File: config.mk
export PLATFORM = sky130hd
export DESIGN_NAME = ilk_rx_annotate_top
export DESIGN_NICKNAME = d
export VERILOG_FILES = /design/src/verilog/ilk_word_pkg.sv /design/src/verilog/ilk_ctrl_pkg.sv /design/src/verilog/ilk_rx_word_compact.sv /design/src/verilog/ilk_rx_packet_annotate.sv /design/src/verilog/ilk_rx_packet_monitor.sv /design/src/verilog/ilk_rx_annotate_top.sv
export VERILOG_INCLUDE_DIRS = /design/src /design/src/verilog
export SDC_FILE = /design/constraint.sdc
export NUM_CORES = 1
export LEC_CHECK = 0
export BUFFER_PORTS_ARGS = -buffer_cell sky130_fd_sc_hd__buf_2
export CAP_MARGIN = 10
export CORE_UTILIZATION = 35
export DETAILED_ROUTE_END_ITERATION = 6
export GPL_TIMING_DRIVEN = 0
export SLEW_MARGIN = 20
export SYNTH_ARGS = -nofsm -noshare
export SYNTH_HDL_FRONTEND = slang
export SYNTH_HIERARCHICAL = 1
export SYNTH_SLANG_ARGS = --single-unit
File: constraint.sdc
create_clock -name clk -period 27.3 [get_ports clk]
set_input_delay 5.46 -clock clk [delete_from_list [all_inputs] [get_ports clk]]
set_output_delay 5.46 -clock clk [all_outputs]
set_load 0.03 [all_outputs]
File: src/verilog/ilk_defs.svh
// lane count, word count width, word widths and counter width macros
`ifndef ILK_DEFS_SVH
`define ILK_DEFS_SVH

// lanes per beat
`define ILK_WORDS 4

// width of a valid word count, must hold ILK_WORDS
`define ILK_LOG_WORDS 3

// payload bits per lane word
`define ILK_DATA_W 64

// payload plus the control flag in bit 64
`define ILK_WORD_W 65

// width of the packet and error counters in the monitor
`define ILK_CNT_W 16

`endif

File: src/verilog/ilk_word_pkg.sv
// lane word, beat, word count, lane mask, eop field and annotated beat types
`default_nettype none

`include "ilk_defs.svh"

package ilk_word_pkg;

	// one lane word, ctrl lands in bit 64
	typedef struct packed {
		logic                   ctrl;
		logic [`ILK_DATA_W-1:0] data;
	} lane_word_t;

	// lane ILK_WORDS-1 holds the oldest word of the beat
	typedef lane_word_t [`ILK_WORDS-1:0] beat_t;

	// number of valid words in a beat
	typedef logic [`ILK_LOG_WORDS-1:0] word_cnt_t;

	// one bit per lane
	typedef logic [`ILK_WORDS-1:0] lane_mask_t;

	// bit 3 marks eop, bits 2..0 count valid bytes with 0 meaning 8
	typedef logic [3:0] eop_bits_t;

	// payload of all lanes with control flags stripped
	typedef logic [`ILK_WORDS-1:0][`ILK_DATA_W-1:0] beat_data_t;

	// eop field per lane
	typedef eop_bits_t [`ILK_WORDS-1:0] eop_vec_t;

	// annotated beat leaving the annotator
	typedef struct packed {
		beat_data_t data;
		lane_mask_t valid;
		lane_mask_t sop;
		eop_vec_t   eop;
	} ann_beat_t;

	typedef logic [`ILK_CNT_W-1:0] pkt_cnt_t;

endpackage

`default_nettype wire

File: src/verilog/ilk_ctrl_pkg.sv
// control word bit positions and the framing state enum
`default_nettype none

`include "ilk_defs.svh"

package ilk_ctrl_pkg;

	// index into the 64 payload bits of a control word
	typedef logic [$clog2(`ILK_DATA_W)-1:0] ctrl_pos_t;

	// set for burst and idle control words
	localparam ctrl_pos_t CTRL_TYPE_POS = 6'd63;

	// burst start, channel and sop info are meaningful only with this set
	localparam ctrl_pos_t CTRL_BURST_POS = 6'd62;

	localparam ctrl_pos_t CTRL_SOP_POS = 6'd61;

	// eop field of the word before this one
	localparam ctrl_pos_t CTRL_EOP_MSB = 6'd60;
	localparam ctrl_pos_t CTRL_EOP_LSB = 6'd57;

	// receive framing state
	typedef enum logic {
		FRAME_IDLE,
		FRAME_IN_PKT
	} frame_state_e;

endpackage

`default_nettype wire

File: src/verilog/ilk_rx_word_compact.sv
// lane word compactor, packs valid words toward the top lane and counts them
`timescale 1ns/1ps
`default_nettype none

`include "ilk_defs.svh"

module ilk_rx_word_compact (
	input  wire                            clk,
	input  wire                            arst,
	input  wire ilk_word_pkg::beat_t       lanes_i,
	input  wire ilk_word_pkg::lane_mask_t  lane_valid_i,
	output ilk_word_pkg::beat_t            beat_o,
	output ilk_word_pkg::word_cnt_t        cnt_o
);

	//////////////////////////////////////////////////
	// pack valid words
	//////////////////////////////////////////////////

	ilk_word_pkg::beat_t     packed_beat;
	ilk_word_pkg::word_cnt_t fill;

	// walk lanes oldest first, each valid word takes the next free lane
	// counting down from the top, so order in time is kept
	always_comb begin
		packed_beat = '0;
		fill = '0;
		for (int i = `ILK_WORDS - 1; i >= 0; i--) begin
			if (lane_valid_i[i]) begin
				packed_beat[`ILK_WORDS - 1 - int'(fill)] = lanes_i[i];
				fill = fill + ilk_word_pkg::word_cnt_t'(1);
			end
		end
	end

	// lanes below the count stay zero from the default above

	//////////////////////////////////////////////////
	// output register
	//////////////////////////////////////////////////

	// one cycle from lanes_i to beat_o
	always_ff @(posedge clk or posedge arst) begin
		if (arst) begin
			beat_o <= '0;
			cnt_o <= '0;
		end
		else begin
			beat_o <= packed_beat;
			// count of zero tells the annotator the beat is empty
			cnt_o <= fill;
		end
	end

endmodule

`default_nettype wire

File: src/verilog/ilk_rx_packet_annotate.sv
// packet annotator, strips control words and moves sop and eop onto data words
`timescale 1ns/1ps
`default_nettype none

`include "ilk_defs.svh"

module ilk_rx_packet_annotate (
	input  wire                           clk,
	input  wire                           arst,
	input  wire ilk_word_pkg::beat_t      beat_i,
	input  wire ilk_word_pkg::word_cnt_t  cnt_i,
	output ilk_word_pkg::ann_beat_t       ann_o
);

	//////////////////////////////////////////////////
	// input register
	//////////////////////////////////////////////////

	ilk_word_pkg::beat_t     in_beat_q;
	ilk_word_pkg::word_cnt_t in_cnt_q;

	always_ff @(posedge clk or posedge arst) begin
		if (arst) begin
			in_beat_q <= '0;
			in_cnt_q <= '0;
		end
		else begin
			in_beat_q <= beat_i;
			in_cnt_q <= cnt_i;
		end
	end

	//////////////////////////////////////////////////
	// word decode
	//////////////////////////////////////////////////

	ilk_word_pkg::lane_mask_t in_range;
	ilk_word_pkg::lane_mask_t in_eop_info;
	ilk_word_pkg::lane_mask_t in_sop;
	ilk_word_pkg::lane_mask_t in_payload;
	ilk_word_pkg::lane_mask_t in_last_data;
	ilk_word_pkg::eop_vec_t   in_eop;
	ilk_word_pkg::eop_bits_t  next_eop;

	always_comb begin
		for (int i = 0; i < `ILK_WORDS; i++) begin
			// lane holds a real word when it sits inside the count
			in_range[i] = in_cnt_q >= ilk_word_pkg::word_cnt_t'(`ILK_WORDS - i);
			// burst and idle words both carry eop for the word before them
			in_eop_info[i] = in_range[i] & in_beat_q[i].ctrl &
				in_beat_q[i].data[ilk_ctrl_pkg::CTRL_TYPE_POS];
			// only a burst word carries sop
			in_sop[i] = in_eop_info[i] &
				in_beat_q[i].data[ilk_ctrl_pkg::CTRL_BURST_POS] &
				in_beat_q[i].data[ilk_ctrl_pkg::CTRL_SOP_POS];
			in_eop[i] = in_eop_info[i] ?
				in_beat_q[i].data[ilk_ctrl_pkg::CTRL_EOP_MSB:ilk_ctrl_pkg::CTRL_EOP_LSB] :
				4'h0;
			in_payload[i] = in_range[i] & ~in_beat_q[i].ctrl;
			// rightmost valid word is lane ILK_WORDS-cnt
			in_last_data[i] = ~in_beat_q[i].ctrl &
				(in_cnt_q == ilk_word_pkg::word_cnt_t'(`ILK_WORDS - i));
		end
	end

	// leading word of the next beat closes a held beat
	assign next_eop = in_eop[`ILK_WORDS-1];

	//////////////////////////////////////////////////
	// mid register
	//////////////////////////////////////////////////

	ilk_word_pkg::beat_data_t mid_data;
	ilk_word_pkg::word_cnt_t  mid_cnt;
	ilk_word_pkg::lane_mask_t mid_sop;
	ilk_word_pkg::eop_vec_t   mid_eop;
	ilk_word_pkg::lane_mask_t mid_payload;
	ilk_word_pkg::lane_mask_t last_word_mask;
	logic                     mid_valid;
	logic                     mid_last_data;
	logic                     last_sop;
	logic                     update;

	// payload only, qualified by mid_payload
	always_ff @(posedge clk) begin
		if (|in_cnt_q) begin
			for (int i = 0; i < `ILK_WORDS; i++) begin
				mid_data[i] <= in_beat_q[i].data;
			end
		end
	end

	always_ff @(posedge clk or posedge arst) begin
		if (arst) begin
			mid_cnt <= '0;
			mid_sop <= '0;
			mid_eop <= '0;
			mid_payload <= '0;
			mid_valid <= 1'b0;
			mid_last_data <= 1'b0;
			last_sop <= 1'b0;
		end
		else begin
			if (update) begin
				mid_valid <= 1'b0;
			end
			// empty beats pass by without disturbing the held one
			if (|in_cnt_q) begin
				mid_cnt <= in_cnt_q;
				mid_sop <= in_sop;
				mid_eop <= in_eop;
				mid_payload <= in_payload;
				mid_valid <= 1'b1;
				mid_last_data <= |in_last_data;
				// sop of the outgoing rightmost word carries to the next beat
				last_sop <= |(mid_sop & last_word_mask);
			end
		end
	end

	//////////////////////////////////////////////////
	// annotate
	//////////////////////////////////////////////////

	ilk_word_pkg::lane_mask_t rightmost_payload;
	ilk_word_pkg::lane_mask_t out_valid;
	ilk_word_pkg::lane_mask_t out_sop;
	ilk_word_pkg::eop_vec_t   out_eop;

	// release once the eop of the last data word is known
	assign update = mid_valid & (~mid_last_data | (|in_cnt_q));

	// isolate the lowest set payload bit, i.e. the last data word in time
	assign rightmost_payload = mid_payload & ilk_word_pkg::lane_mask_t'(~mid_payload + 1'b1);

	assign out_valid = mid_payload & {`ILK_WORDS{update}};

	// sop moves one word later in time, one lane down
	assign out_sop = {last_sop, mid_sop[`ILK_WORDS-1:1]} & out_valid;

	always_comb begin
		for (int i = 0; i < `ILK_WORDS; i++) begin
			last_word_mask[i] = mid_cnt == ilk_word_pkg::word_cnt_t'(`ILK_WORDS - i);
			out_eop[i] = 4'h0;
			// eop moves one word earlier in time, one lane up
			if (i > 0) begin
				out_eop[i] = mid_eop[i-1];
			end
			// held beat ending in data takes eop from the next beat
			if (rightmost_payload[i] && mid_last_data) begin
				out_eop[i] = out_eop[i] | next_eop;
			end
			if (!out_valid[i]) begin
				out_eop[i] = 4'h0;
			end
		end
	end

	//////////////////////////////////////////////////
	// output register
	//////////////////////////////////////////////////

	always_ff @(posedge clk or posedge arst) begin
		if (arst) begin
			ann_o <= '0;
		end
		else begin
			ann_o.data <= mid_data;
			ann_o.valid <= out_valid;
			ann_o.sop <= out_sop;
			ann_o.eop <= out_eop;
		end
	end

endmodule

`default_nettype wire

File: src/verilog/ilk_rx_packet_monitor.sv
// framing monitor, counts good packets and framing errors on annotated beats
`timescale 1ns/1ps
`default_nettype none

`include "ilk_defs.svh"

module ilk_rx_packet_monitor (
	input  wire                           clk,
	input  wire                           arst,
	input  wire ilk_word_pkg::ann_beat_t  ann_i,
	output logic                          in_pkt_o,
	output ilk_word_pkg::pkt_cnt_t        pkt_cnt_o,
	output ilk_word_pkg::pkt_cnt_t        err_cnt_o
);

	// counter add that sticks at all ones
	function automatic ilk_word_pkg::pkt_cnt_t sat_add(
		input ilk_word_pkg::pkt_cnt_t base,
		input ilk_word_pkg::pkt_cnt_t inc
	);
		logic [`ILK_CNT_W:0] sum;
		sum = {1'b0, base} + {1'b0, inc};
		return sum[`ILK_CNT_W] ? '1 : sum[`ILK_CNT_W-1:0];
	endfunction

	//////////////////////////////////////////////////
	// lane walk
	//////////////////////////////////////////////////

	ilk_ctrl_pkg::frame_state_e state_q;
	ilk_ctrl_pkg::frame_state_e state_d;
	logic                       drop_q;
	logic                       drop_d;
	ilk_word_pkg::pkt_cnt_t     pkt_add;
	ilk_word_pkg::pkt_cnt_t     err_add;

	// drop_q marks a run of data seen without sop, one error per run
	always_comb begin
		state_d = state_q;
		drop_d = drop_q;
		pkt_add = '0;
		err_add = '0;
		for (int i = `ILK_WORDS - 1; i >= 0; i--) begin
			if (ann_i.valid[i]) begin
				if (ann_i.sop[i]) begin
					// sop while a packet is still open
					if (state_d == ilk_ctrl_pkg::FRAME_IN_PKT) begin
						err_add = err_add + 1'b1;
					end
					state_d = ilk_ctrl_pkg::FRAME_IN_PKT;
					drop_d = 1'b0;
				end
				else if (state_d == ilk_ctrl_pkg::FRAME_IDLE && !drop_d) begin
					err_add = err_add + 1'b1;
					drop_d = 1'b1;
				end
				if (ann_i.eop[i][3]) begin
					if (state_d == ilk_ctrl_pkg::FRAME_IN_PKT) begin
						pkt_add = pkt_add + 1'b1;
					end
					state_d = ilk_ctrl_pkg::FRAME_IDLE;
					drop_d = 1'b0;
				end
				else if (ann_i.eop[i][2:0] != 3'd0) begin
					// byte count without the eop flag, an aborted packet
					err_add = err_add + 1'b1;
					state_d = ilk_ctrl_pkg::FRAME_IDLE;
					drop_d = 1'b0;
				end
			end
		end
	end

	//////////////////////////////////////////////////
	// state and counters
	//////////////////////////////////////////////////

	always_ff @(posedge clk or posedge arst) begin
		if (arst) begin
			state_q <= ilk_ctrl_pkg::FRAME_IDLE;
			drop_q <= 1'b0;
			pkt_cnt_o <= '0;
			err_cnt_o <= '0;
		end
		else begin
			state_q <= state_d;
			drop_q <= drop_d;
			pkt_cnt_o <= sat_add(pkt_cnt_o, pkt_add);
			err_cnt_o <= sat_add(err_cnt_o, err_add);
		end
	end

	assign in_pkt_o = (state_q == ilk_ctrl_pkg::FRAME_IN_PKT);

endmodule

`default_nettype wire

File: src/verilog/ilk_rx_annotate_top.sv
// receive annotation top level with compactor, annotator and framing monitor
`timescale 1ns/1ps
`default_nettype none

module ilk_rx_annotate_top (
	input  wire                            clk,
	input  wire                            arst,
	input  wire ilk_word_pkg::beat_t       lanes_i,
	input  wire ilk_word_pkg::lane_mask_t  lane_valid_i,
	output ilk_word_pkg::ann_beat_t        ann_o,
	output logic                           in_pkt_o,
	output ilk_word_pkg::pkt_cnt_t         pkt_cnt_o,
	output ilk_word_pkg::pkt_cnt_t         err_cnt_o
);

	// compacted beat and its word count
	ilk_word_pkg::beat_t     cbeat;
	ilk_word_pkg::word_cnt_t cnt;

	ilk_rx_word_compact u_compact (
		.clk          (clk),
		.arst         (arst),
		.lanes_i      (lanes_i),
		.lane_valid_i (lane_valid_i),
		.beat_o       (cbeat),
		.cnt_o        (cnt)
	);

	// at least three cycles, longer while a beat waits for its eop
	ilk_rx_packet_annotate u_annotate (
		.clk    (clk),
		.arst   (arst),
		.beat_i (cbeat),
		.cnt_i  (cnt),
		.ann_o  (ann_o)
	);

	// counters follow ann_o by one cycle
	ilk_rx_packet_monitor u_monitor (
		.clk       (clk),
		.arst      (arst),
		.ann_i     (ann_o),
		.in_pkt_o  (in_pkt_o),
		.pkt_cnt_o (pkt_cnt_o),
		.err_cnt_o (err_cnt_o)
	);

endmodule

`default_nettype wire

# Word-level counts from Yosys, hierarchy flattened
# Cells that the tools add are included.
[totals] in_bits=266 out_inout_bits=313 ff_bits=1122 word_cells=261 latch_bits=0 mem_bits_rw=0 mem_bits_ro=0 memories=0
[classes] eq_ne=8 shift=0 add_sub_neg=19 mul=0 reduce_logical=23 n_bitwise=43 div=0 magnitude_cmp=10 mux=113
[ops] cell="260-bit bitwise mux" n=3
[ops] cell="260-bit 2-to-1 mux" n=3
[ops] cell="16-bit 2-to-1 mux" n=39
[ops] cell="65-bit demux with 2-bit select" n=3
[ops] cell="65-bit 2-to-1 mux" n=4
[ops] cell="16-bit by 1-bit adder with 16-bit output, second input constant" n=10
[ops] cell="32-bit by 1-bit >= comparator with 1-bit output, second input constant" n=3
[ops] cell="32-bit by 4-bit < comparator with 1-bit output, second input constant" n=3
[ops] cell="4-bit 2-to-1 mux" n=12
[ops] cell="1-bit 2-to-1 mux" n=46
[ops] cell="16-bit by 16-bit adder with 17-bit output" n=2
[ops] cell="1-bit bitwise AND" n=25
[ops] cell="4-bit bitwise AND" n=4
[ops] cell="3-bit by 2-bit == test with 1-bit output, second input constant" n=4
[ops] cell="4-bit OR" n=3
[ops] cell="3-bit nonzero test" n=4
[ops] cell="1-bit logical AND" n=11
[ops] cell="3-bit 2-to-1 mux" n=3
[ops] cell="1-bit NOT" n=9
[ops] cell="4-bit OR reduction" n=2
[ops] cell="2-bit by 3-bit subtractor with 4-bit output, first input constant" n=2
[ops] cell="3-bit by 1-bit adder with 3-bit output, second input constant" n=2
[ops] cell="3-bit by 1-bit == test with 1-bit output, second input constant" n=2
[ops] cell="3-bit == test, second input constant" n=2
[ops] cell="other kinds (11)" n=15

# Depth between registers and ports, before layout
# Gate-level depths: netlist of the first run.
[depth] ltp_word=35 depth_mapped=39 depth_no_buf=38

# By module
# The synthesis of the first run kept the hierarchy.
[by_module_without_submodules] module="ilk_rx_packet_annotate" n_inst=1 area_per_inst_um2=22605.4 cells_each=938 seq_area_each_um2=21926.0
[by_module_without_submodules] module="ilk_rx_word_compact" n_inst=1 area_per_inst_um2=12523.3 cells_each=1068 seq_area_each_um2=6581.3
[by_module_without_submodules] module="ilk_rx_packet_monitor" n_inst=1 area_per_inst_um2=3186.8 cells_each=362 seq_area_each_um2=850.8

# Worst setup path after synthesis of the first run
# No wires, ideal clock.
[synth_timing] kind="in2reg" startpoint="in lane_valid_i[2]" endpoint="reg u_compact/beat_o[15] in the netlist's numbering" setup_time_ps=65 cell_stages=13 required_time_ps=27235 t_arrival_ps=8109 setup_slack_ps=19125 path_buffers=6 path_cell_list="clkbuf_1 buf_1 inv_1 ha_1 buf_2 clkbuf_1 nand3b_1 o21ai_0 ha_1 and2_1 clkbuf_1 clkbuf_1 a22o_1"
[synth_rtl] element="start: declaration" line="ilk_rx_annotate_top.sv:9" source="input wire ilk_word_pkg::lane_mask_t lane_valid_i,"
[synth_rtl] element="end signal: assignment" line="ilk_rx_word_compact.sv:49" source="beat_o <= packed_beat;"
[synth_rtl] element="end: declaration" line="ilk_rx_word_compact.sv:12" source="output ilk_word_pkg::beat_t beat_o,"

==> metrics.md, run 1 <==
| Metric | Value |
|---|---|
| Min-Delay Path Class | flip-flop to flip-flop |
| Top cell by count, worst path | clkbuf_1 |
| PwrDens | 84.0 mW/mm^2 |
| Routed vias/inst | 5.02 |
| I/O Buffers | 578 |
| Fin Clk Skew | 0.0234 ns |
| Fraction of layout cells with a size suffix above 1 | 29.4% |
| Async set-or-reset flop fraction in the synthesized netlist | 77.2% |
| Syn Std Cell Area | 0.0383 mm^2 |
| Largest net degree at the start of global routing | 101 |
| Critical path class | primary input to flip-flop |
| CP max stage cell | clkbuf_1 |
| Ys flop type | dfrtp_1 |
| Setup_tns | 0 ns |
| Final wirelength | 118 mm |
| Worst path top cell family by delay | buffers and inverters |
| Starting Density | 35.2% |
| Pre-antenna DRT Iters | 6 |
| Clock tree from TritonCTS | built |
| Commonest cells after routing, fill and taps aside | 866 x dfrtp_1, 600 x buf_2, 256 x edfxtp_1 |
| Post-CTS setup buffers | 0 |
| Leak | 23.2 nW |
| Vias | 23100 |
| DR WL/cell | 25.6 um |
| Row cnt | 121 |
| Skew-Pair Late Insertion Delay | 0.71 ns |
| Die Wd | 333 um |
| Synthesis warning total | 6 |
| Total core area | 0.109 mm^2 |
| Post-Syn Instances | 2368 |
| Avg Cell Area, Syn | 16.2 um^2 |
| Sequential share of the synthesized area | 76.6% |
| DRT antenna net count | 0 |
| Startpoint types | primary input |
| First-pass GRT wire length | 168 mm |
| Fmax | 0.100 GHz |
| TritonCTS Sinks | 1122 |
| Placed wire-length estimate | 83.9 mm |
| Worst hold slack | 0.335 ns |
| Worst rel slew slack | 21.0% |
| Commonest non-fill, non-tap cell in the layout | dfrtp_1 |
| Crit path buffers/inverters | 8 |
| Critical Path Max Stage Delay | 0.87 ns |
| Min Tclk post-route | 9.97 ns |
| Crit path capture type | flip-flop |
| Post-route core utilization | 43.5% |
| Final Cell Area | 0.0473 mm^2 |
| PostCTS Resize Cnt | 0 |
| Peak supply drop | 0.0479 mV |
| Max Slew Vio Count | 0 |
| CP required | 27.93 ns |
| Final setup viols | 0 |
| Multi-input logic area | 0.00802 mm^2 |
| Hold buffer count at cts | 0 |
| Period utilisation layout | 36.5% |
| Post-synth EDFFs | 256 |
| Reg area | 0.0294 mm^2 |
| Critical path arrival | 10.61 ns |
| Vias in the first global route | 23400 |
| Initial antenna violation count | 60 |
| I/O pins | 579 |
| Global Route Usage Sum | 21.2% |
| Clock tree root buffer cell | clkbuf_16 |
| H-tree depth | 3 |
| Critical path peak fanout | 10 |
| Post-route DRC | 0 |
| Max-cap check violation count | 0 |
| Final Hold Viols | 0 |
| Nets | 3371 |
| Max clock buf depth | 3 |
| CP cell instances | buf_2, clkbuf_1, clkbuf_1, inv_1, ha_1, clkbuf_1, clkbuf_1, nand2b_1, o21ai_0, ha_1, and2_1, clkbuf_1, clkbuf_1, a22o_1 |
| Layout area overhead | 23.4% |
| #FFs+latches synth | 1122 |
| Gr ovfl total | 0 |
| Outcome | complete, no violations |
| DP Area | 0.0434 mm^2 |
| Slew @ Worst Pin | 1.19 ns |
| Gp weighted congestion | 0.873 |
| Die Y | 333 um |
| CTS clk-pin slew, worst paths | 0.06 ns |
| Drt initial violations | 1795 |
| Die ar. | 0.111 mm^2 |
| Fill cells | 9811 |
| CTS buffer count | 113 |
| Synth cell types | 89 |
| RSZ-0062 raised after global routing | no |
-- per-stage QoR --
stage / cells / setup WS, ns / total power [mW]
after floorplan: 2369 / 5.92 / 2.24
after global placement: 4361 / -1.64 / 2.43
after detailed placement: 4375 / 16.69 / 2.43
after CTS: 4591 / 17.42 / 4.01
after global routing: 4607 / 17.14 / 4.12
final: 4610 / 17.33 / 3.97
-- kinds of logic after synthesis --
logic type	count (synthesis)	synth area share, %
compound gates	451	9.16
flops	1122	76.6
xor+xnor	37	0.963
mux	149	4.28
simple gates	362	5.52
other cells	1	0.00979
fa+ha+maj	29	0.986
buf+inv	217	2.47
-- power by group --
group	total, mW	switching (mW)	internal [mW]
sequential	1.93	0.0580	1.87
combinational	0.469	0.319	0.150
clock	1.58	0.660	0.916
-- worst paths after layout --
path | start | end | slack, ns | cells after the start
hold reg to reg | u_compact/beat_o[165] | u_annotate/in_beat_q[165] | 0.33 | 0
max in group asynchronous | arst | u_annotate/in_beat_q[110] | 20.94 | 5
min in group asynchronous | arst | u_compact/beat_o[129] | 4.78 | 2
setup / recovery | lane_valid_i[3] | u_compact/beat_o[23] | 17.33 | 14
hold / removal | u_compact/beat_o[165] | u_annotate/in_beat_q[165] | 0.33 | 0
setup reg to reg | u_monitor/in_pkt_o | u_monitor/err_cnt_o[8] | 19.03 | 39
-- layer usage --
layer / global-route usage, % / up-vias / share of wire [%]
li1: - / 10000 / -
met1: 26.5 / 11900 / 40
met2: 34.9 / 872 / 49
met3: 5.96 / 273 / 7.4
met4: 8.39 / 50 / 3.6
met5: 0 / - / 0.27
-- cell type report --
cell class / count / area share [%]
Antenna cell: 19 / 0.101
Buffer: 132 / 1.33
Clock buffer: 159 / 6.76
Clock inverter: 57 / 1.36
Inverter: 85 / 0.723
Multi-Input combinational cell: 1030 / 17.0
Sequential cell: 1122 / 62.1
Tap cell: 1414 / 3.74
Timing Repair Buffer: 592 / 6.92
-- worst register-to-register path: cells and delay by family, from the launching register on --
kind | cells | cell delay, ns
AO/OA/AOI/OAI | 14 | 2.61
XOR/XNOR | 1 | 0.15
adder cells (fa/ha/maj) | 8 | 2.22
buffers and inverters | 2 | 0.61
flip-flops | 1 | 0.37
multiplexers | 1 | 0.07
AND/OR/NAND/NOR | 13 | 2.06
-- sequential cells by signal, indices dropped and copies added (netlist names) --
signal                    flops
u_compact/cnt_o               3
u_annotate/mid_payload        4
u_monitor/in_pkt_o            1
u_annotate/ann_o            280
u_annotate/mid_eop           12
u_annotate/last_sop           1
u_annotate/mid_sop            4
u_monitor/err_cnt_o          16
u_monitor/pkt_cnt_o          16
u_annotate/mid_valid          1
u_annotate/mid_data         256
u_monitor/drop_q              1
u_annotate/in_beat_q        260
u_annotate/mid_last_data      1
u_annotate/in_cnt_q           3
u_compact/beat_o            260
u_annotate/mid_cnt            3
-- Yosys cell counts (all sizes together) (20+ instances only) --
cell type / number / area, um^2
mux2: 83 / 942
and3: 66 / 418
nand3b: 72 / 541
inv: 85 / 319
a22oi: 65 / 488
ha: 27 / 338
nor2: 51 / 194
a22o: 143 / 1250
a2bb2oi: 65 / 569
mux2i: 65 / 676
buf: 45 / 298
edfxtp: 256 / 7690
o21ai: 37 / 196
dfrtp: 866 / 21700
nand2: 63 / 236
nand3: 34 / 170
xnor2: 25 / 245
clkbuf: 87 / 328
a21oi: 20 / 104
a31oi: 70 / 438
No activity file was read; power rests on OpenSTA's default activity.
==> run 2: changes to the inputs <==
- clock period: 27.3 -> 8.4 ns (I/O delays scaled with it)
==> metrics.md, run 2 (synthesis results as in run 1) <==
| Metric | Value |
|---|---|
| NetSw | 3.37 mW (+230%) |
| CTS buffer count | 112 (-0.88%) |
| TritonCTS Sinks | 1122 (unchanged) |
| DR WL/cell | 25.5 um (-0.40%) |
| Skew-Pair Late Insertion Delay | 0.72 ns (about the same) |
| Crit path buffers/inverters | 1 (-7) |
| Post-route core utilization | 43.9% (+0.39 points) |
| Routed vias/inst | 4.98 (-0.77%) |
| Min Tclk post-route | 7.82 ns |
| Max clock buf depth | 3 (unchanged) |
| Die Wd | 333 um (unchanged) |
| Total core area | 0.109 mm^2 (unchanged) |
| Clock tree from TritonCTS | built |
| Hold Path Stages | 0 (unchanged) |
| Commonest non-fill, non-tap cell in the layout | dfrtp_1 |
| First-pass GRT wire length | 168 mm (about the same) |
| Max Slew Vio Count | 0 (unchanged) |
| Dpl cells | 4396 (+0.48%) |
| Vias in the first global route | 23600 (+0.87%) |
| Most Used Layer, Global Route | met2 |
| CP required | 8.98 ns (-18.95 ns) |
| Nets | 3391 (+0.59%) |
| Min-Delay Path Class | flip-flop to flip-flop |
| Biggest register | u_annotate/ann_o |
| Outcome | complete, no violations |
| Worst rel slew slack | 26.5% (+5.6 points) |
| Biggest regs | u_annotate/ann_o: 280 flops, u_annotate/in_beat_q: 260 flops, u_compact/beat_o: 260 flops |
| Fmax | 0.128 GHz |
| CP max stage cell | dfrtp_1 |
| Max FFs per register | 280 (unchanged) |
| Worst path top cell family by delay | compound AO/OA/AOI/OAI gates |
| I/O pins | 579 (unchanged) |
| RSZ-0062 raised after global routing | no |
| Initial antenna violation count | 61 (+1.7%) |
| I/O Buffers | 578 (unchanged) |
| Drt initial violations | 1485 (-17%) |
| Crit path capture type | flip-flop |
| Reg2reg path depth | 39 (unchanged) |
| DRT antenna net count | 0 (unchanged) |
| Die ar. | 0.111 mm^2 (unchanged) |
| Period utilisation layout | 93.1% |
| Placed wire-length estimate | 85.7 mm (+2.2%) |
| H-tree depth | 3 (unchanged) |
| Final wirelength | 118 mm (about the same) |
| Critical path peak fanout | 10 (unchanged) |
| Largest net degree at the start of global routing | 91 (-9.9%) |
| Internal power | 9.56 mW (+230%) |
| Vias | 23100 (-0.30%) |
| HP Start | u_annotate/mid_data[252] |
| Commonest cells after routing, fill and taps aside | 866 x dfrtp_1, 600 x buf_2, 256 x edfxtp_1 |
| Fraction of layout cells with a size suffix above 1 | 29.8% (+0.37 points) |
| Layout area overhead | 24.5% |
| Starting Density | 35.2% (unchanged) |
| Critical path class | flip-flop to flip-flop |
| Die Y | 333 um (unchanged) |
| Clk network pwr share | 39.6% (about the same) |
| Max-cap check violation count | 0 (unchanged) |
| CTS clk-pin slew, worst paths | 0.06 ns (about the same) |
| Gate power share | 12.0% (+0.2 points) |
| Critical path arrival | 8.41 ns (-2.20 ns) |
| Power Total | 12.9 mW (+230%) |
| Final Non-Filler Cells | 4632 (+0.48%) |
| Fin Clk Skew | 0.0307 ns (+0.00733 ns) |
| FF-to-FF Start | u_monitor/in_pkt_o |
| R2R setup slack | 0.58 ns (-18.45 ns) |
| Global Route Usage Sum | 21.2% (-0.028 points) |
| PwrDens | 271 mW/mm^2 (+220%) |
| Met2 Usage GRT | 33.8% (-1.1 points) |
| Gr ovfl total | 0 (unchanged) |
| Final Hold Viols | 0 (unchanged) |
| Top cell by count, worst path | ha_1 |
| Peak supply drop | 0.179 mV (+270%) |
| DP Area | 0.0438 mm^2 (+0.88%) |
| Post-route DRC | 0 (unchanged) |
| End of the worst hold path | u_annotate/ann_o[276] |
| Grt met1 use | 27.2% (+0.75 points) |
| Critical Path Max Stage Delay | 0.38 ns (-0.49 ns) |
| Final setup viols | 0 (unchanged) |
| Slew @ Worst Pin | 1.10 ns (-0.0840 ns) |
| Pre-antenna DRT Iters | 5 (-1) |
| Leak | 23.4 nW (+0.71%) |
| Met3 usage | 5.89% (-0.064 points) |
| Critical R2R Capture | u_monitor/err_cnt_o[11] |
| Part of the power in registers | 48.4% (about the same) |
| Startpoint types | flip-flop |
| Clock tree root buffer cell | clkbuf_16 |
| Final Cell Area | 0.0477 mm^2 (+0.89%) |
| Row cnt | 121 (unchanged) |
| Gp weighted congestion | 0.869 (-0.36%) |
| Sw Share | 26.1% (about the same) |
-- run 2: layout make-up --
cell class                      count  area (um^2)
Fill cell                        9805        61000
Clock inverter                     52          656
Sequential cell                  1122        29400
Multi-Input combinational cell   1030         8040
Clock buffer                      161         3170
Timing Repair Buffer              614         3680
Inverter                           85          334
Buffer                            131          626
Tap cell                         1414         1770
Antenna cell                       23         57.6
-- run 2: worst max path at each step --
stage | start | endpoint | slack (ns) | depth (start not counted)
finish | u_monitor/in_pkt_o | u_monitor/err_cnt_o[11] | 0.58 | 39
detailed placement | u_monitor/in_pkt_o | u_monitor/err_cnt_o[8] | 0.03 | 39
global placement | arst | u_annotate/in_beat_q[241] | -5.03 | 2
floorplan | arst | u_annotate/ann_o[0] | -1.03 | 1
global route | u_monitor/in_pkt_o | u_monitor/err_cnt_o[13] | 0.04 | 39
CTS | u_monitor/in_pkt_o | u_monitor/err_cnt_o[11] | 0.15 | 39
-- run 2: routing by layer --
metal / vias to the layer above / part of all wire [%]
met5: - / 0.25
met3: 258 / 7.7
met1: 11800 / 41
met2: 834 / 47
li1: 10100 / -
met4: 48 / 3.8
-- run 2: timing repair --
action	4_1_cts	5_1_grt
setup buffers	0	1
hold endpoints to repair	0	0
pin swaps	0	1
setup endpoints to repair	1	16
hold buffers	0	0
gates resized for setup	0	7
-- run 2: worst reg2reg max path: cells and delay by family, from the launching register on --
family,cells,cell delay (ns)
AO/OA/AOI/OAI,13,2.43
adder cells (fa/ha/maj),8,2.29
AND/OR/NAND/NOR,14,1.80
multiplexers,2,0.48
flip-flops,1,0.38
buffers and inverters,1,0.19
XOR/XNOR,1,0.14
-- run 2: power groups by stage --
| stage | registers (mW) | logic [mW] | clock network, mW |
|---|---|---|---|
| after floorplan | 6.60 | 0.683 | 0 |
| after global placement | 6.42 | 1.48 | 0 |
| after detailed placement | 6.36 | 1.55 | 0 |
| after CTS | 6.26 | 1.55 | 5.25 |
| after global routing | 6.30 | 1.67 | 5.46 |
| final | 6.26 | 1.55 | 5.12 |
-- run 2: metrics by stage --
stage / setup slack (ns) / hold slack, ns / TNS (ns)
floorplan: -1.03 / 0.331 / -585.85
global placement: -5.03 / 0.331 / -3140.62
detailed placement: 0.0337 / 0.334 / 0
CTS: 0.148 / 0.332 / 0
global route: 0.0377 / 0.343 / 0
finish: 0.576 / 0.335 / 0
